==> src/common/rvv_dispatch_pkg.sv <==
// Shared types for the two-wide vector dispatch stage.
// Sized for a 64-bit VLEN, 32 vector registers and an 8-entry ROB.
package rvv_dispatch_pkg;

    // Dispatch width and shared resources
    localparam int num_dp_uop = 2;
    localparam int num_vrf_rd = 4;
    localparam int rob_depth  = 8;
    localparam int rob_idx_w  = 3;

    localparam int vlen       = 64;
    localparam int vreg_idx_w = 5;
    localparam int funct_w    = 6;
    localparam int vrf_port_w = $clog2(num_vrf_rd);

    typedef logic [vlen-1:0]       vlen_t;
    typedef logic [vreg_idx_w-1:0] vreg_idx_t;
    typedef logic [rob_idx_w-1:0]  rob_idx_t;
    typedef logic [vrf_port_w-1:0] vrf_port_t;

    // Operand shape of a uop, decides which sources are read
    typedef enum logic [1:0] {
        VVV = 2'd0,
        VV  = 2'd1,
        VX  = 2'd2
    } uop_class_e;

    typedef enum logic {
        ALU = 1'b0,
        MUL = 1'b1
    } exe_unit_e;

    // One entry from the uop queue
    typedef struct packed {
        uop_class_e       uop_class;
        exe_unit_e        exe_unit;
        vreg_idx_t        vs1;
        vreg_idx_t        vs2;
        vreg_idx_t        vd;
        logic [funct_w-1:0] funct6;
        logic [2:0]       funct3;
        logic [31:0]      rs1_data;
        logic             vm;
        logic             last_uop;
    } uop_t;

    typedef struct packed {
        logic      valid;
        logic      w_valid;
        vreg_idx_t w_index;
        vlen_t     w_data;
    } rob_entry_t;

    // Youngest ROB producer of each source, plus the stall verdict
    typedef struct packed {
        logic     vs1_hit;
        rob_idx_t vs1_idx;
        logic     vs2_hit;
        rob_idx_t vs2_idx;
        logic     vd_hit;
        rob_idx_t vd_idx;
        logic     stall;
    } src_hit_t;

    typedef struct packed {
        vrf_port_t vd_port;
        vrf_port_t vs1_port;
        vrf_port_t vs2_port;
    } port_sel_t;

    typedef struct packed {
        logic vd;
        logic vs1;
        logic vs2;
    } src_use_t;

    typedef struct packed {
        vlen_t vs1;
        vlen_t vs2;
        vlen_t vd;
    } uop_opnd_t;

    typedef struct packed {
        rob_idx_t           rob_entry;
        logic [funct_w-1:0] funct6;
        logic [2:0]         funct3;
        logic               vm;
        vlen_t              vs1_data;
        logic               vs1_data_valid;
        vlen_t              vs2_data;
        logic               vs2_data_valid;
        vlen_t              vd_data;
        logic               vd_data_valid;
        logic [31:0]        rs1_data;
    } alu_rs_t;

    // The MUL station takes the ALU payload layout unchanged
    typedef alu_rs_t mul_rs_t;

    typedef struct packed {
        vreg_idx_t w_index;
        logic      last_uop;
    } dp2rob_t;

    // vs2 is always read, vs1 for VVV and VV, vd only for VVV
    function automatic src_use_t src_used(input uop_class_e cls);
        src_use_t rd;
        rd.vs2 = 1'b1;
        rd.vs1 = (cls == VVV) || (cls == VV);
        rd.vd  = (cls == VVV);
        return rd;
    endfunction

endpackage

==> src/dispatch_hazard/raw_rob_check.sv <==
// RAW check of one uop against the whole ROB; rob_tail is the slot the next uop gets.
module raw_rob_check (
    input  logic                                                   clk,
    input  logic                                                   rst_n,
    input  rvv_dispatch_pkg::uop_t                                 uop,
    input  rvv_dispatch_pkg::rob_idx_t                             rob_tail,
    input  rvv_dispatch_pkg::rob_entry_t [rvv_dispatch_pkg::rob_depth-1:0] rob_entries,
    output rvv_dispatch_pkg::src_hit_t                             hit
);
    import rvv_dispatch_pkg::*;

    // Walk from the oldest slot to the youngest, so the last match wins
    function automatic void find_youngest(
        input  vreg_idx_t                    src,
        input  rob_idx_t                     tail,
        input  rob_entry_t [rob_depth-1:0]   entries,
        output logic                         found,
        output rob_idx_t                     idx
    );
        rob_idx_t slot;
        found = 1'b0;
        idx   = '0;
        for (int k = rob_depth; k >= 1; k--) begin
            slot = tail - rob_idx_t'(k);
            if (entries[slot].valid && (entries[slot].w_index == src)) begin
                found = 1'b1;
                idx   = slot;
            end
        end
    endfunction

    always_comb begin
        src_use_t rd;
        logic     vs1_found;
        logic     vs2_found;
        logic     vd_found;
        rob_idx_t vs1_slot;
        rob_idx_t vs2_slot;
        rob_idx_t vd_slot;

        rd = src_used(uop.uop_class);
        find_youngest(uop.vs1, rob_tail, rob_entries, vs1_found, vs1_slot);
        find_youngest(uop.vs2, rob_tail, rob_entries, vs2_found, vs2_slot);
        find_youngest(uop.vd, rob_tail, rob_entries, vd_found, vd_slot);

        // Sources the class does not read never hit
        hit.vs1_hit = vs1_found & rd.vs1;
        hit.vs1_idx = vs1_slot;
        hit.vs2_hit = vs2_found & rd.vs2;
        hit.vs2_idx = vs2_slot;
        hit.vd_hit  = vd_found & rd.vd;
        hit.vd_idx  = vd_slot;

        // Producer found but result not written back yet
        hit.stall = (hit.vs1_hit & ~rob_entries[hit.vs1_idx].w_valid) |
                    (hit.vs2_hit & ~rob_entries[hit.vs2_idx].w_valid) |
                    (hit.vd_hit  & ~rob_entries[hit.vd_idx].w_valid);
    end

    a_hit_on_valid_entry: assert property (@(posedge clk) disable iff (!rst_n)
        (!hit.vs1_hit || rob_entries[hit.vs1_idx].valid) &&
        (!hit.vs2_hit || rob_entries[hit.vs2_idx].valid) &&
        (!hit.vd_hit  || rob_entries[hit.vd_idx].valid));

endmodule

==> src/dispatch_hazard/vrf_read_arbiter.sv <==
// Hands out the four VRF read ports in order uop0 vs2, vs1, vd, then uop1.
// Demand is counted from uop_class alone, whether or not the uop is valid.
module vrf_read_arbiter (
    input  logic                                                   clk,
    input  logic                                                   rst_n,
    input  rvv_dispatch_pkg::uop_t [rvv_dispatch_pkg::num_dp_uop-1:0] uop,
    output rvv_dispatch_pkg::vreg_idx_t [rvv_dispatch_pkg::num_vrf_rd-1:0] vrf_rd_index,
    output rvv_dispatch_pkg::port_sel_t [rvv_dispatch_pkg::num_dp_uop-1:0] port_sel,
    output logic                                                   strct_hazard
);
    import rvv_dispatch_pkg::*;

    logic [2:0]            demand [num_dp_uop];
    logic [num_vrf_rd-1:0] granted;
    logic                  dup_grant;

    always_comb begin
        src_use_t rd;
        for (int i = 0; i < num_dp_uop; i++) begin
            rd        = src_used(uop[i].uop_class);
            demand[i] = 3'(rd.vs2) + 3'(rd.vs1) + 3'(rd.vd);
        end
    end

    // uop0 needs at most three ports, so only uop1 can be refused
    assign strct_hazard = (4'(demand[0]) + 4'(demand[1])) > 4'(num_vrf_rd);

    always_comb begin
        logic [2:0] ptr;
        src_use_t   rd;
        logic [2:0] rd_vec;
        vreg_idx_t  src_idx [3];
        vrf_port_t  sel [3];

        ptr          = '0;
        granted      = '0;
        dup_grant    = 1'b0;
        vrf_rd_index = '0;
        port_sel     = '0;

        for (int i = 0; i < num_dp_uop; i++) begin
            rd         = src_used(uop[i].uop_class);
            rd_vec     = {rd.vd, rd.vs1, rd.vs2};
            src_idx[0] = uop[i].vs2;
            src_idx[1] = uop[i].vs1;
            src_idx[2] = uop[i].vd;
            for (int j = 0; j < 3; j++) begin
                sel[j] = '0;
            end
            if ((i == 0) || !strct_hazard) begin
                for (int j = 0; j < 3; j++) begin
                    if (rd_vec[j]) begin
                        dup_grant = dup_grant | granted[vrf_port_t'(ptr)];
                        granted[vrf_port_t'(ptr)]      = 1'b1;
                        vrf_rd_index[vrf_port_t'(ptr)] = src_idx[j];
                        sel[j] = vrf_port_t'(ptr);
                        ptr    = ptr + 3'd1;
                    end
                end
            end
            port_sel[i].vs2_port = sel[0];
            port_sel[i].vs1_port = sel[1];
            port_sel[i].vd_port  = sel[2];
        end
    end

    // Catches a demand count that lets the grant pointer wrap
    a_no_double_grant: assert property (@(posedge clk) disable iff (!rst_n)
        !dup_grant);

endmodule

==> src/rtl/dispatch_ctrl.sv <==
// In-order issue of up to two uops; all valid and ready outputs are held low in reset.
module dispatch_ctrl (
    input  logic                                                   clk,
    input  logic                                                   rst_n,
    input  logic [rvv_dispatch_pkg::num_dp_uop-1:0]                uop_valid,
    input  rvv_dispatch_pkg::uop_t [rvv_dispatch_pkg::num_dp_uop-1:0] uop,
    input  rvv_dispatch_pkg::src_hit_t [rvv_dispatch_pkg::num_dp_uop-1:0] hit,
    input  logic                                                   strct_hazard,
    input  rvv_dispatch_pkg::uop_opnd_t [rvv_dispatch_pkg::num_dp_uop-1:0] opnd,
    input  rvv_dispatch_pkg::rob_idx_t                             rob_tail,
    input  logic [rvv_dispatch_pkg::num_dp_uop-1:0]                rs_ready_alu,
    input  logic [rvv_dispatch_pkg::num_dp_uop-1:0]                rs_ready_mul,
    input  logic [rvv_dispatch_pkg::num_dp_uop-1:0]                rob_push_ready,
    output logic [rvv_dispatch_pkg::num_dp_uop-1:0]                uop_ready,
    output logic [rvv_dispatch_pkg::num_dp_uop-1:0]                rs_valid_alu,
    output rvv_dispatch_pkg::alu_rs_t [rvv_dispatch_pkg::num_dp_uop-1:0] rs_alu,
    output logic [rvv_dispatch_pkg::num_dp_uop-1:0]                rs_valid_mul,
    output rvv_dispatch_pkg::mul_rs_t [rvv_dispatch_pkg::num_dp_uop-1:0] rs_mul,
    output logic [rvv_dispatch_pkg::num_dp_uop-1:0]                rob_push_valid,
    output rvv_dispatch_pkg::dp2rob_t [rvv_dispatch_pkg::num_dp_uop-1:0] rob_push
);
    import rvv_dispatch_pkg::*;

    src_use_t [num_dp_uop-1:0] rd_src;
    logic     [num_dp_uop-1:0] unit_ready;
    logic     [num_dp_uop-1:0] can_issue;
    alu_rs_t  [num_dp_uop-1:0] rs_pay;
    logic                      dep_uop0;

    always_comb begin
        for (int i = 0; i < num_dp_uop; i++) begin
            rd_src[i]     = src_used(uop[i].uop_class);
            unit_ready[i] = (uop[i].exe_unit == MUL) ? rs_ready_mul[i] : rs_ready_alu[i];
        end
    end

    // uop1 reads what uop0 is about to write
    assign dep_uop0 = (rd_src[1].vs2 && (uop[1].vs2 == uop[0].vd)) ||
                      (rd_src[1].vs1 && (uop[1].vs1 == uop[0].vd)) ||
                      (rd_src[1].vd  && (uop[1].vd  == uop[0].vd));

    // Nothing issues while in reset
    assign can_issue[0] = rst_n && uop_valid[0] && !hit[0].stall &&
                          unit_ready[0] && rob_push_ready[0];

    // Lane 1 only ever goes behind lane 0
    assign can_issue[1] = can_issue[0] && uop_valid[1] && !hit[1].stall &&
                          !strct_hazard && !dep_uop0 &&
                          unit_ready[1] && rob_push_ready[1];

    for (genvar i = 0; i < num_dp_uop; i++) begin : gen_lane
        assign uop_ready[i]      = can_issue[i];
        assign rob_push_valid[i] = can_issue[i];
        assign rs_valid_alu[i]   = can_issue[i] && (uop[i].exe_unit == ALU);
        assign rs_valid_mul[i]   = can_issue[i] && (uop[i].exe_unit == MUL);

        always_comb begin
            rs_pay[i].rob_entry      = rob_tail + rob_idx_t'(i);
            rs_pay[i].funct6         = uop[i].funct6;
            rs_pay[i].funct3         = uop[i].funct3;
            rs_pay[i].vm             = uop[i].vm;
            rs_pay[i].vs1_data       = opnd[i].vs1;
            rs_pay[i].vs1_data_valid = rd_src[i].vs1;
            rs_pay[i].vs2_data       = opnd[i].vs2;
            rs_pay[i].vs2_data_valid = rd_src[i].vs2;
            rs_pay[i].vd_data        = opnd[i].vd;
            rs_pay[i].vd_data_valid  = rd_src[i].vd;
            rs_pay[i].rs1_data       = uop[i].rs1_data;
        end

        // Both stations see the payload, only the valid steers it
        assign rs_alu[i] = rs_pay[i];
        assign rs_mul[i] = rs_pay[i];

        assign rob_push[i].w_index  = uop[i].vd;
        assign rob_push[i].last_uop = uop[i].last_uop;
    end

    a_in_order_issue: assert property (@(posedge clk) disable iff (!rst_n)
        uop_ready[1] |-> uop_ready[0]);

endmodule

==> src/rtl/operand_bypass.sv <==
// Operand select for one uop; a ROB hit always wins over the VRF port.
module operand_bypass (
    input  rvv_dispatch_pkg::src_hit_t                             hit,
    input  rvv_dispatch_pkg::port_sel_t                            port_sel,
    input  rvv_dispatch_pkg::vlen_t [rvv_dispatch_pkg::num_vrf_rd-1:0] vrf_rd_data,
    input  rvv_dispatch_pkg::rob_entry_t [rvv_dispatch_pkg::rob_depth-1:0] rob_entries,
    output rvv_dispatch_pkg::uop_opnd_t                            opnd
);
    import rvv_dispatch_pkg::*;

    vlen_t vs1_fwd;
    vlen_t vs2_fwd;
    vlen_t vd_fwd;

    // Forwarded results of the youngest producers
    assign vs1_fwd = rob_entries[hit.vs1_idx].w_data;
    assign vs2_fwd = rob_entries[hit.vs2_idx].w_data;
    assign vd_fwd  = rob_entries[hit.vd_idx].w_data;

    assign opnd.vs1 = hit.vs1_hit ? vs1_fwd : vrf_rd_data[port_sel.vs1_port];
    assign opnd.vs2 = hit.vs2_hit ? vs2_fwd : vrf_rd_data[port_sel.vs2_port];
    assign opnd.vd  = hit.vd_hit  ? vd_fwd  : vrf_rd_data[port_sel.vd_port];

endmodule

==> src/rtl/rvv_dispatch.sv <==
// Combinational two-wide dispatch; VRF read data must return in the same cycle.
// clk only clocks the embedded assertions, and rst_n low holds every valid and ready low.
module rvv_dispatch (
    input  logic                                                  clk,
    input  logic                                                  rst_n,
    input  logic [rvv_dispatch_pkg::num_dp_uop-1:0]               uop_valid,
    input  rvv_dispatch_pkg::uop_t [rvv_dispatch_pkg::num_dp_uop-1:0] uop,
    output logic [rvv_dispatch_pkg::num_dp_uop-1:0]               uop_ready,
    input  rvv_dispatch_pkg::rob_idx_t                            rob_tail,
    input  rvv_dispatch_pkg::rob_entry_t [rvv_dispatch_pkg::rob_depth-1:0] rob_entries,
    output rvv_dispatch_pkg::vreg_idx_t [rvv_dispatch_pkg::num_vrf_rd-1:0] vrf_rd_index,
    input  rvv_dispatch_pkg::vlen_t [rvv_dispatch_pkg::num_vrf_rd-1:0] vrf_rd_data,
    output logic [rvv_dispatch_pkg::num_dp_uop-1:0]               rs_valid_alu,
    output rvv_dispatch_pkg::alu_rs_t [rvv_dispatch_pkg::num_dp_uop-1:0] rs_alu,
    input  logic [rvv_dispatch_pkg::num_dp_uop-1:0]               rs_ready_alu,
    output logic [rvv_dispatch_pkg::num_dp_uop-1:0]               rs_valid_mul,
    output rvv_dispatch_pkg::mul_rs_t [rvv_dispatch_pkg::num_dp_uop-1:0] rs_mul,
    input  logic [rvv_dispatch_pkg::num_dp_uop-1:0]               rs_ready_mul,
    output logic [rvv_dispatch_pkg::num_dp_uop-1:0]               rob_push_valid,
    output rvv_dispatch_pkg::dp2rob_t [rvv_dispatch_pkg::num_dp_uop-1:0] rob_push,
    input  logic [rvv_dispatch_pkg::num_dp_uop-1:0]               rob_push_ready
);
    import rvv_dispatch_pkg::*;

    src_hit_t  [num_dp_uop-1:0] hit;
    port_sel_t [num_dp_uop-1:0] port_sel;
    uop_opnd_t [num_dp_uop-1:0] opnd;
    logic                       strct_hazard;

    for (genvar i = 0; i < num_dp_uop; i++) begin : gen_lane
        raw_rob_check u_raw_rob_check (
            .clk         (clk),
            .rst_n       (rst_n),
            .uop         (uop[i]),
            .rob_tail    (rob_tail),
            .rob_entries (rob_entries),
            .hit         (hit[i])
        );

        operand_bypass u_operand_bypass (
            .hit         (hit[i]),
            .port_sel    (port_sel[i]),
            .vrf_rd_data (vrf_rd_data),
            .rob_entries (rob_entries),
            .opnd        (opnd[i])
        );
    end

    vrf_read_arbiter u_vrf_read_arbiter (
        .clk          (clk),
        .rst_n        (rst_n),
        .uop          (uop),
        .vrf_rd_index (vrf_rd_index),
        .port_sel     (port_sel),
        .strct_hazard (strct_hazard)
    );

    dispatch_ctrl u_dispatch_ctrl (
        .clk            (clk),
        .rst_n          (rst_n),
        .uop_valid      (uop_valid),
        .uop            (uop),
        .hit            (hit),
        .strct_hazard   (strct_hazard),
        .opnd           (opnd),
        .rob_tail       (rob_tail),
        .rs_ready_alu   (rs_ready_alu),
        .rs_ready_mul   (rs_ready_mul),
        .rob_push_ready (rob_push_ready),
        .uop_ready      (uop_ready),
        .rs_valid_alu   (rs_valid_alu),
        .rs_alu         (rs_alu),
        .rs_valid_mul   (rs_valid_mul),
        .rs_mul         (rs_mul),
        .rob_push_valid (rob_push_valid),
        .rob_push       (rob_push)
    );

endmodule

==> config.mk <==
export PLATFORM = sky130hd
export DESIGN_NAME = rvv_dispatch
export DESIGN_NICKNAME = d
export VERILOG_FILES = /design/src/common/rvv_dispatch_pkg.sv /design/src/dispatch_hazard/raw_rob_check.sv /design/src/dispatch_hazard/vrf_read_arbiter.sv /design/src/rtl/dispatch_ctrl.sv /design/src/rtl/operand_bypass.sv /design/src/rtl/rvv_dispatch.sv
export SDC_FILE = /design/constraint.sdc
export NUM_CORES = 2
export LEC_CHECK = 0
export BUFFER_PORTS_ARGS = -buffer_cell sky130_fd_sc_hd__buf_4
export CORE_AREA = 2 2 757 759
export DETAILED_ROUTE_END_ITERATION = 10
export DIE_AREA = 0 0 759 761
export PLACE_DENSITY = 0.3
export SYNTH_ARGS = -nofsm -noshare
export SYNTH_HDL_FRONTEND = slang
export SYNTH_SLANG_ARGS = --single-unit
export TNS_END_PERCENT = 30
==> constraint.sdc <==
create_clock -name vclk -period 10.2
set_clock_uncertainty 0.2 [all_clocks]
set_input_delay 0 -clock vclk [all_inputs]
set_output_delay 0 -clock vclk [all_outputs]
set_load 0.02 [all_outputs]
# Yosys cells after proc, flatten, opt, wreduce, memory -nomap -nowiden

Cells that the tools add are included.

Add/sub/neg operators: 16
$lt $le $gt $ge: 28
Equal/unequal tests: 53
Muxes and demuxes: 171
Bitwise gates (word level): 22
Reductions and logical operators: 78

Operator list:

| cell                                                                   | count |
|---|---|
| 71-bit binary-select mux with 3-bit select                             | 14 |
| 64-bit two-way mux                                                     | 11 |
| 64-bit binary-select mux with 2-bit select                             | 5 |
| 71-bit two-way mux                                                     | 8 |
| 70-bit two-way mux                                                     | 6 |
| 5-bit equality test                                                    | 51 |
| 3-bit two-way mux                                                      | 48 |
| 20-bit two-way mux                                                     | 6 |
| 20-bit bitwise mux                                                     | 4 |
| 1-bit logical AND                                                      | 68 |
| 3-bit by 4-bit < comparator with 1-bit output (second input constant)  | 14 |
| 1-bit two-way mux                                                      | 51 |
| 5-bit demux with 2-bit select                                          | 4 |
| 2-bit by 3-bit < comparator with 1-bit output (second input constant)  | 9 |
| 5-bit two-way mux                                                      | 4 |
| 2-bit two-way mux                                                      | 8 |
| 3-bit subtractor (second input constant)                               | 4 |
| 1-bit AND                                                              | 10 |
| 10-bit two-way mux                                                     | 1 |
| 2-bit by 1-bit >= comparator with 1-bit output (second input constant) | 4 |
| 1-bit inverter                                                         | 8 |
| 2-bit by 1-bit adder with 2-bit output (second input constant)         | 3 |
| 3-bit by 1-bit adder with 3-bit output                                 | 2 |
| 6-bit two-way mux                                                      | 1 |
| 11 further kinds                                                       | 24 |

Register bits after elaboration: 0
Bits of input ports: 959
Output and inout port bits: 1000
Logic and storage cells: 368

# Longest topological paths before layout

Depth in word-level cells: 29
Depth in mapped cells: 30
Gate-level depth less buffers: 15

# Hierarchy

From an unflattened synthesis, not the netlist that was laid out.

Cell total of the unflattened synthesis: 7057
Area, all modules: 60538.1 um2

Modules (own cells, without submodules):

| module           | instances | cells each | area each (um2) | seq. area each (um2) |
|---|---|---|---|---|
| operand_bypass   | 2         | 2223       | 20036.7         | 0.0 |
| raw_rob_check    | 2         | 732        | 5947.0          | 0.0 |
| dispatch_ctrl    | 1         | 1009       | 7589.8          | 0.0 |
| vrf_read_arbiter | 1         | 138        | 980.9           | 0.0 |

# Least setup slack after synthesis

No wires, ideal clock.

Kind: input -> output
Start point: in rob_tail[0]
End point: out uop_ready[1] (netlist name)
Arrival: 5.984 ns
Setup slack: 4.016 ns
Stages: 26
Cell sequence: buf_6 inv_2 buf_2 buf_2 buf_1 ha_1 buf_4 buf_6 buf_4 mux4_2 buf_6 mux2i_4 xor2_1 nand3_1 or4_1 buf_2 and3_1 o221a_1 o211a_1 buf_6 or4_1 o21ai_2 o32ai_2 nor3_4 and3_1 buf_4

Word-level cells in the longest chain between the ends: 28
Elaborated cells on any way between the ends: 258

RTL lines:

| what                                                                                    | RTL line                                 | text |
|---|---|---|
| start: declaration                                                                      | rvv_dispatch.sv:9                        | `input rvv_dispatch_pkg::rob_idx_t rob_tail,` |
| 3-bit subtractor / 71-bit binary-select mux with 3-bit select (equally long branches)   | raw_rob_check.sv:24, raw_rob_check.sv:25 |  |
| 71-bit binary-select mux with 3-bit select / 71-bit two-way mux (equally long branches) | raw_rob_check.sv:25                      | `if (entries[slot].valid && (entries[slot].w_index == src)) begin` |
| 71-bit two-way mux (implied by the code) / 5-bit equality test (equally long branches)  | raw_rob_check.sv:25                      |  |
| 5-bit equality test / 1-bit logical AND (equally long branches)                         | raw_rob_check.sv:25                      |  |
| 1-bit logical AND / 3-bit two-way mux (equally long branches)                           | raw_rob_check.sv:25                      |  |
| 3-bit two-way mux (7 in series)                                                         | raw_rob_check.sv:25                      |  |
| 71-bit binary-select mux with 3-bit select (on tied branches)                           | raw_rob_check.sv:55, raw_rob_check.sv:56 |  |
| 70-bit two-way mux (on tied branches)                                                   | n/a                                      |  |
| [... 3 more ...]                                                                        | n/a                                      |  |
| 1-bit OR *                                                                              | raw_rob_check.sv:56                      | `(hit.vs2_hit & ~rob_entries[hit.vs2_idx].w_valid) \|` |
| 1-bit zero test *                                                                       | dispatch_ctrl.sv:43                      | `assign can_issue[0] = rst_n && uop_valid[0] && !hit[0].stall &&` |
| 1-bit logical AND * (2 in series)                                                       | dispatch_ctrl.sv:43                      |  |
| 1-bit logical AND *                                                                     | dispatch_ctrl.sv:44                      | `unit_ready[0] && rob_push_ready[0];` |
| net rob_push_valid (one bit)                                                            | rvv_dispatch.sv:19                       | `output logic [rvv_dispatch_pkg::num_dp_uop-1:0] rob_push_valid,` |
| 1-bit logical AND * (3 in series)                                                       | dispatch_ctrl.sv:47                      | `assign can_issue[1] = can_issue[0] && uop_valid[1] && !hit[1].stall &&` |
| 1-bit logical AND * (2 in series)                                                       | dispatch_ctrl.sv:48                      | `!strct_hazard && !dep_uop0 &&` |
| 1-bit logical AND *                                                                     | dispatch_ctrl.sv:49                      | `unit_ready[1] && rob_push_ready[1];` |
| end: declaration                                                                        | rvv_dispatch.sv:8                        | `output logic [rvv_dispatch_pkg::num_dp_uop-1:0] uop_ready,` |

Mark *: on every way through the listed nets, which the timed path passes. The rest lies on a longest branch. The select of a mux whose other input is x is not followed.

==> metrics.md <==
| Metric | Value |
|---|---|
| Largest net degree at the start of global routing | `95` |
| Die Y | `761 um` |
| Post-Synthesis Cells | `roughly 8500` |
| GRT overflow | `0` |
| FP Rows | `278` |
| RSZ-0062 raised after global routing | `no` |
| Synthesized area per cell | `around 6.1 sq um` |
| Total number of vias | `between 70000 and 80000` |
| Final net count | `between 10000 and 15000` |
| Post-layout util | `0.126` |
| HPWL after DPL | `476000 um` |
| Clock buffers | `0` |
| Post-synthesis compound-gate area fraction | `0.297` |
| Final hold vios | `0` |
| GPL Wtd Cong | `0.934` |
| Setup CP Type | `in2out` |
| Final setup fails | `0` |
| Hold Path Cell Cnt | `3` |
| Full die area | `between 500000 and 600000 sq um` |
| FF+latch area | `0 sq um` |
| 1st-iter DRT viols | `7894` |
| Share of cells above drive strength 1 | `0.267` |
| Drt wl/cell | `34.3 um` |
| Netlist Area Pre-Place | `around 52000 sq um` |
| Non-filler cells, final | `roughly 17000` |
| Period utilization | `0.741` |
| Hold WC Path Type | `in2out` |
| Worst-path maximum fanout | `34` |
| Final TNS setup | `0 ps` |
| YS warnings | `0` |
| Crit end category | `primary output` |
| Simple-gate share of the synthesized area | `0.302` |
| Area contributors post-synth | `nand2_1, mux2i_1, buf_4, a211oi_1, a21oi_1` |
| Max_cap viols | `0` |
| Via density per instance | `roughly 4.3` |
| Area Overhead vs Synth | `38.9%` |
| Actual slew at the worst max-slew pin | `1370 ps` |
| Final WL | `just under 600000 um` |
| Slew Limit Fails | `0` |
| Yosys top cell by area | `nand2_1` |
| Netlist cell types | `105` |
| Final Cell Area | `71900 sq um` |
| # port buffers | `1698` |
| Multiplexer share of the synthesized area | `0.196` |
| Yosys top cell area share | `0.142` |
| Router iterations before antenna repair | `6` |
| WHS Endpoint | `rs_valid_mul[0]` |
| Seq cells | `0` |
| Fmax | `between 100 and 150 MHz` |
| Final min period | `about 7600 ps` |
| Ports | `1959` |
| Hold Crit Start | `uop[58]` |
| Dpl cells | `16700` |
| Crit path DAT | `about 7400 ps` |
| Worst Path Required | `around 10000 ps` |
| Initial antenna violation count | `192` |
| Initial core utilization | `0.0907` |
| Setup Fix Bufs, Post-CTS | `0` |
| Vias in the first global route | `67300` |
| Post-Synth Adder-Cell Area | `0.00184` |
| Relative slew margins | `0.0743` |
| Detailed-route DRC error count | `0` |
| Status | `complete, no violations` |
| CP Launch Type | `input port` |
| Core area | `around 570000 sq um` |
| First-pass GRT wire length | `approximately 730000 um` |
| Routed Antenna Nets | `0` |
| All-Layer GR Usage | `0.188` |
| XOR/XNOR share of the synthesized area | `0.0407` |
| Die Wd | `about 760 um` |
| Post-synthesis sequential area ratio | `0` |
| Largest family of logic cells by synthesized area | `simple AND/OR/NAND/NOR gates` |
| Placed cell area | `a little over 70000 sq um` |
-- layer usage --
metal / up-vias / part of all wire / track usage
li1: 31500 / - / -
met1: 36700 / 0.40 / 0.226
met2: 3990 / 0.47 / 0.316
met3: 757 / 0.082 / 0.0515
met4: 138 / 0.050 / 0.0773
met5: - / 0.0017 / 0
-- critical path, stage by stage --
cell	delay, ps
buf_4	280
buf_4	430
ha_1	720
xnor2_4	210
buf_4	440
and2_1	330
o21ai_0	130
a2111oi_0	550
o221ai_1	520
o211ai_1	290
o221ai_1	310
o31ai_1	530
nand2_4	530
buf_4	500
mux4_2	330
o22ai_1	490
a21oi_1	240
buf_4	230
-- how the worst max path moves through the flow --
stage           startpoint      endpoint  slack (ps)  depth (start not counted)
2_1_floorplan  rob_tail[0]  uop_ready[1]        4020                         26
3_3_place_gp   rob_tail[0]    rs_mul[65]        2770                         17
3_5_place_dp   rob_tail[1]   rs_mul[177]        2760                         20
4_1_cts        rob_tail[1]   rs_mul[177]        2760                         20
5_1_grt        rob_tail[1]   rs_alu[212]        2310                         18
6_report       rob_tail[1]   rs_mul[212]        2640                         18
-- layout by cell type (no fill, tap or decap), drive strengths merged, types with 75 or more instances in the layout --
master,netlist,routed
buf,903,2162
nand2,1963,1963
a21oi,650,650
mux2i,632,632
nor2,549,549
a211oi,461,461
and2,352,352
a31oi,342,342
nand3,320,320
o21ai,199,199
xnor2,176,176
and3,147,147
a311oi,136,136
mux4,127,127
dlygate4sd3,0,86
a22oi,85,85
o211ai,84,84
a22o,82,82
mux2,82,82
o22ai,79,79
nor2b,75,75
-- timing repair --
item,CTS,global route
gates resized for setup,0,0
endpoints found under the setup margin,0,0
hold buffers,86,0
endpoints found under the hold margin,170,0
-- logic make-up (layout without fill, tap and decap cells) --
group,after synthesis,count (layout)
compound gates,2311,2311
xor+xnor,235,235
fa+ha+maj,7,7
buf+inv,1504,2290
mux,841,841
other cells,2,69
simple gates,3556,3556
-- cell usage after synthesis (57+ instances only) --
cell type     n
a211oi_1    456
a21oi_1     650
a22o_1       82
a22oi_1      85
a311o_1      66
a311oi_1    135
a31oi_1     342
and2_1      344
and3_1      146
buf_1        87
buf_2       189
buf_4       604
clkbuf_1    557
mux2_2       81
mux2i_1     627
mux4_2      126
nand2_1    1963
nand3_1     320
nor2_1      549
nor2b_1      75
o211ai_1     84
o21ai_0     194
o22ai_1      78
xnor2_1     173
xor2_1       57
-- cell type report --
type | count | area, sq um
fillers | 66500 | 499000
multi-input cells | 6956 | 43900
repair buffers | 2248 | 18200
well taps | 7560 | 9460
inverters | 42 | 163
diodes | 63 | 158
-- stage by stage --
step	hold slack [ps]	worst slack [ps]
after floorplan	-110	4020
after CTS	210	2760
final	177	2640
after global routing	212	2310
after detailed placement	-200	2760
after global placement	-200	2770
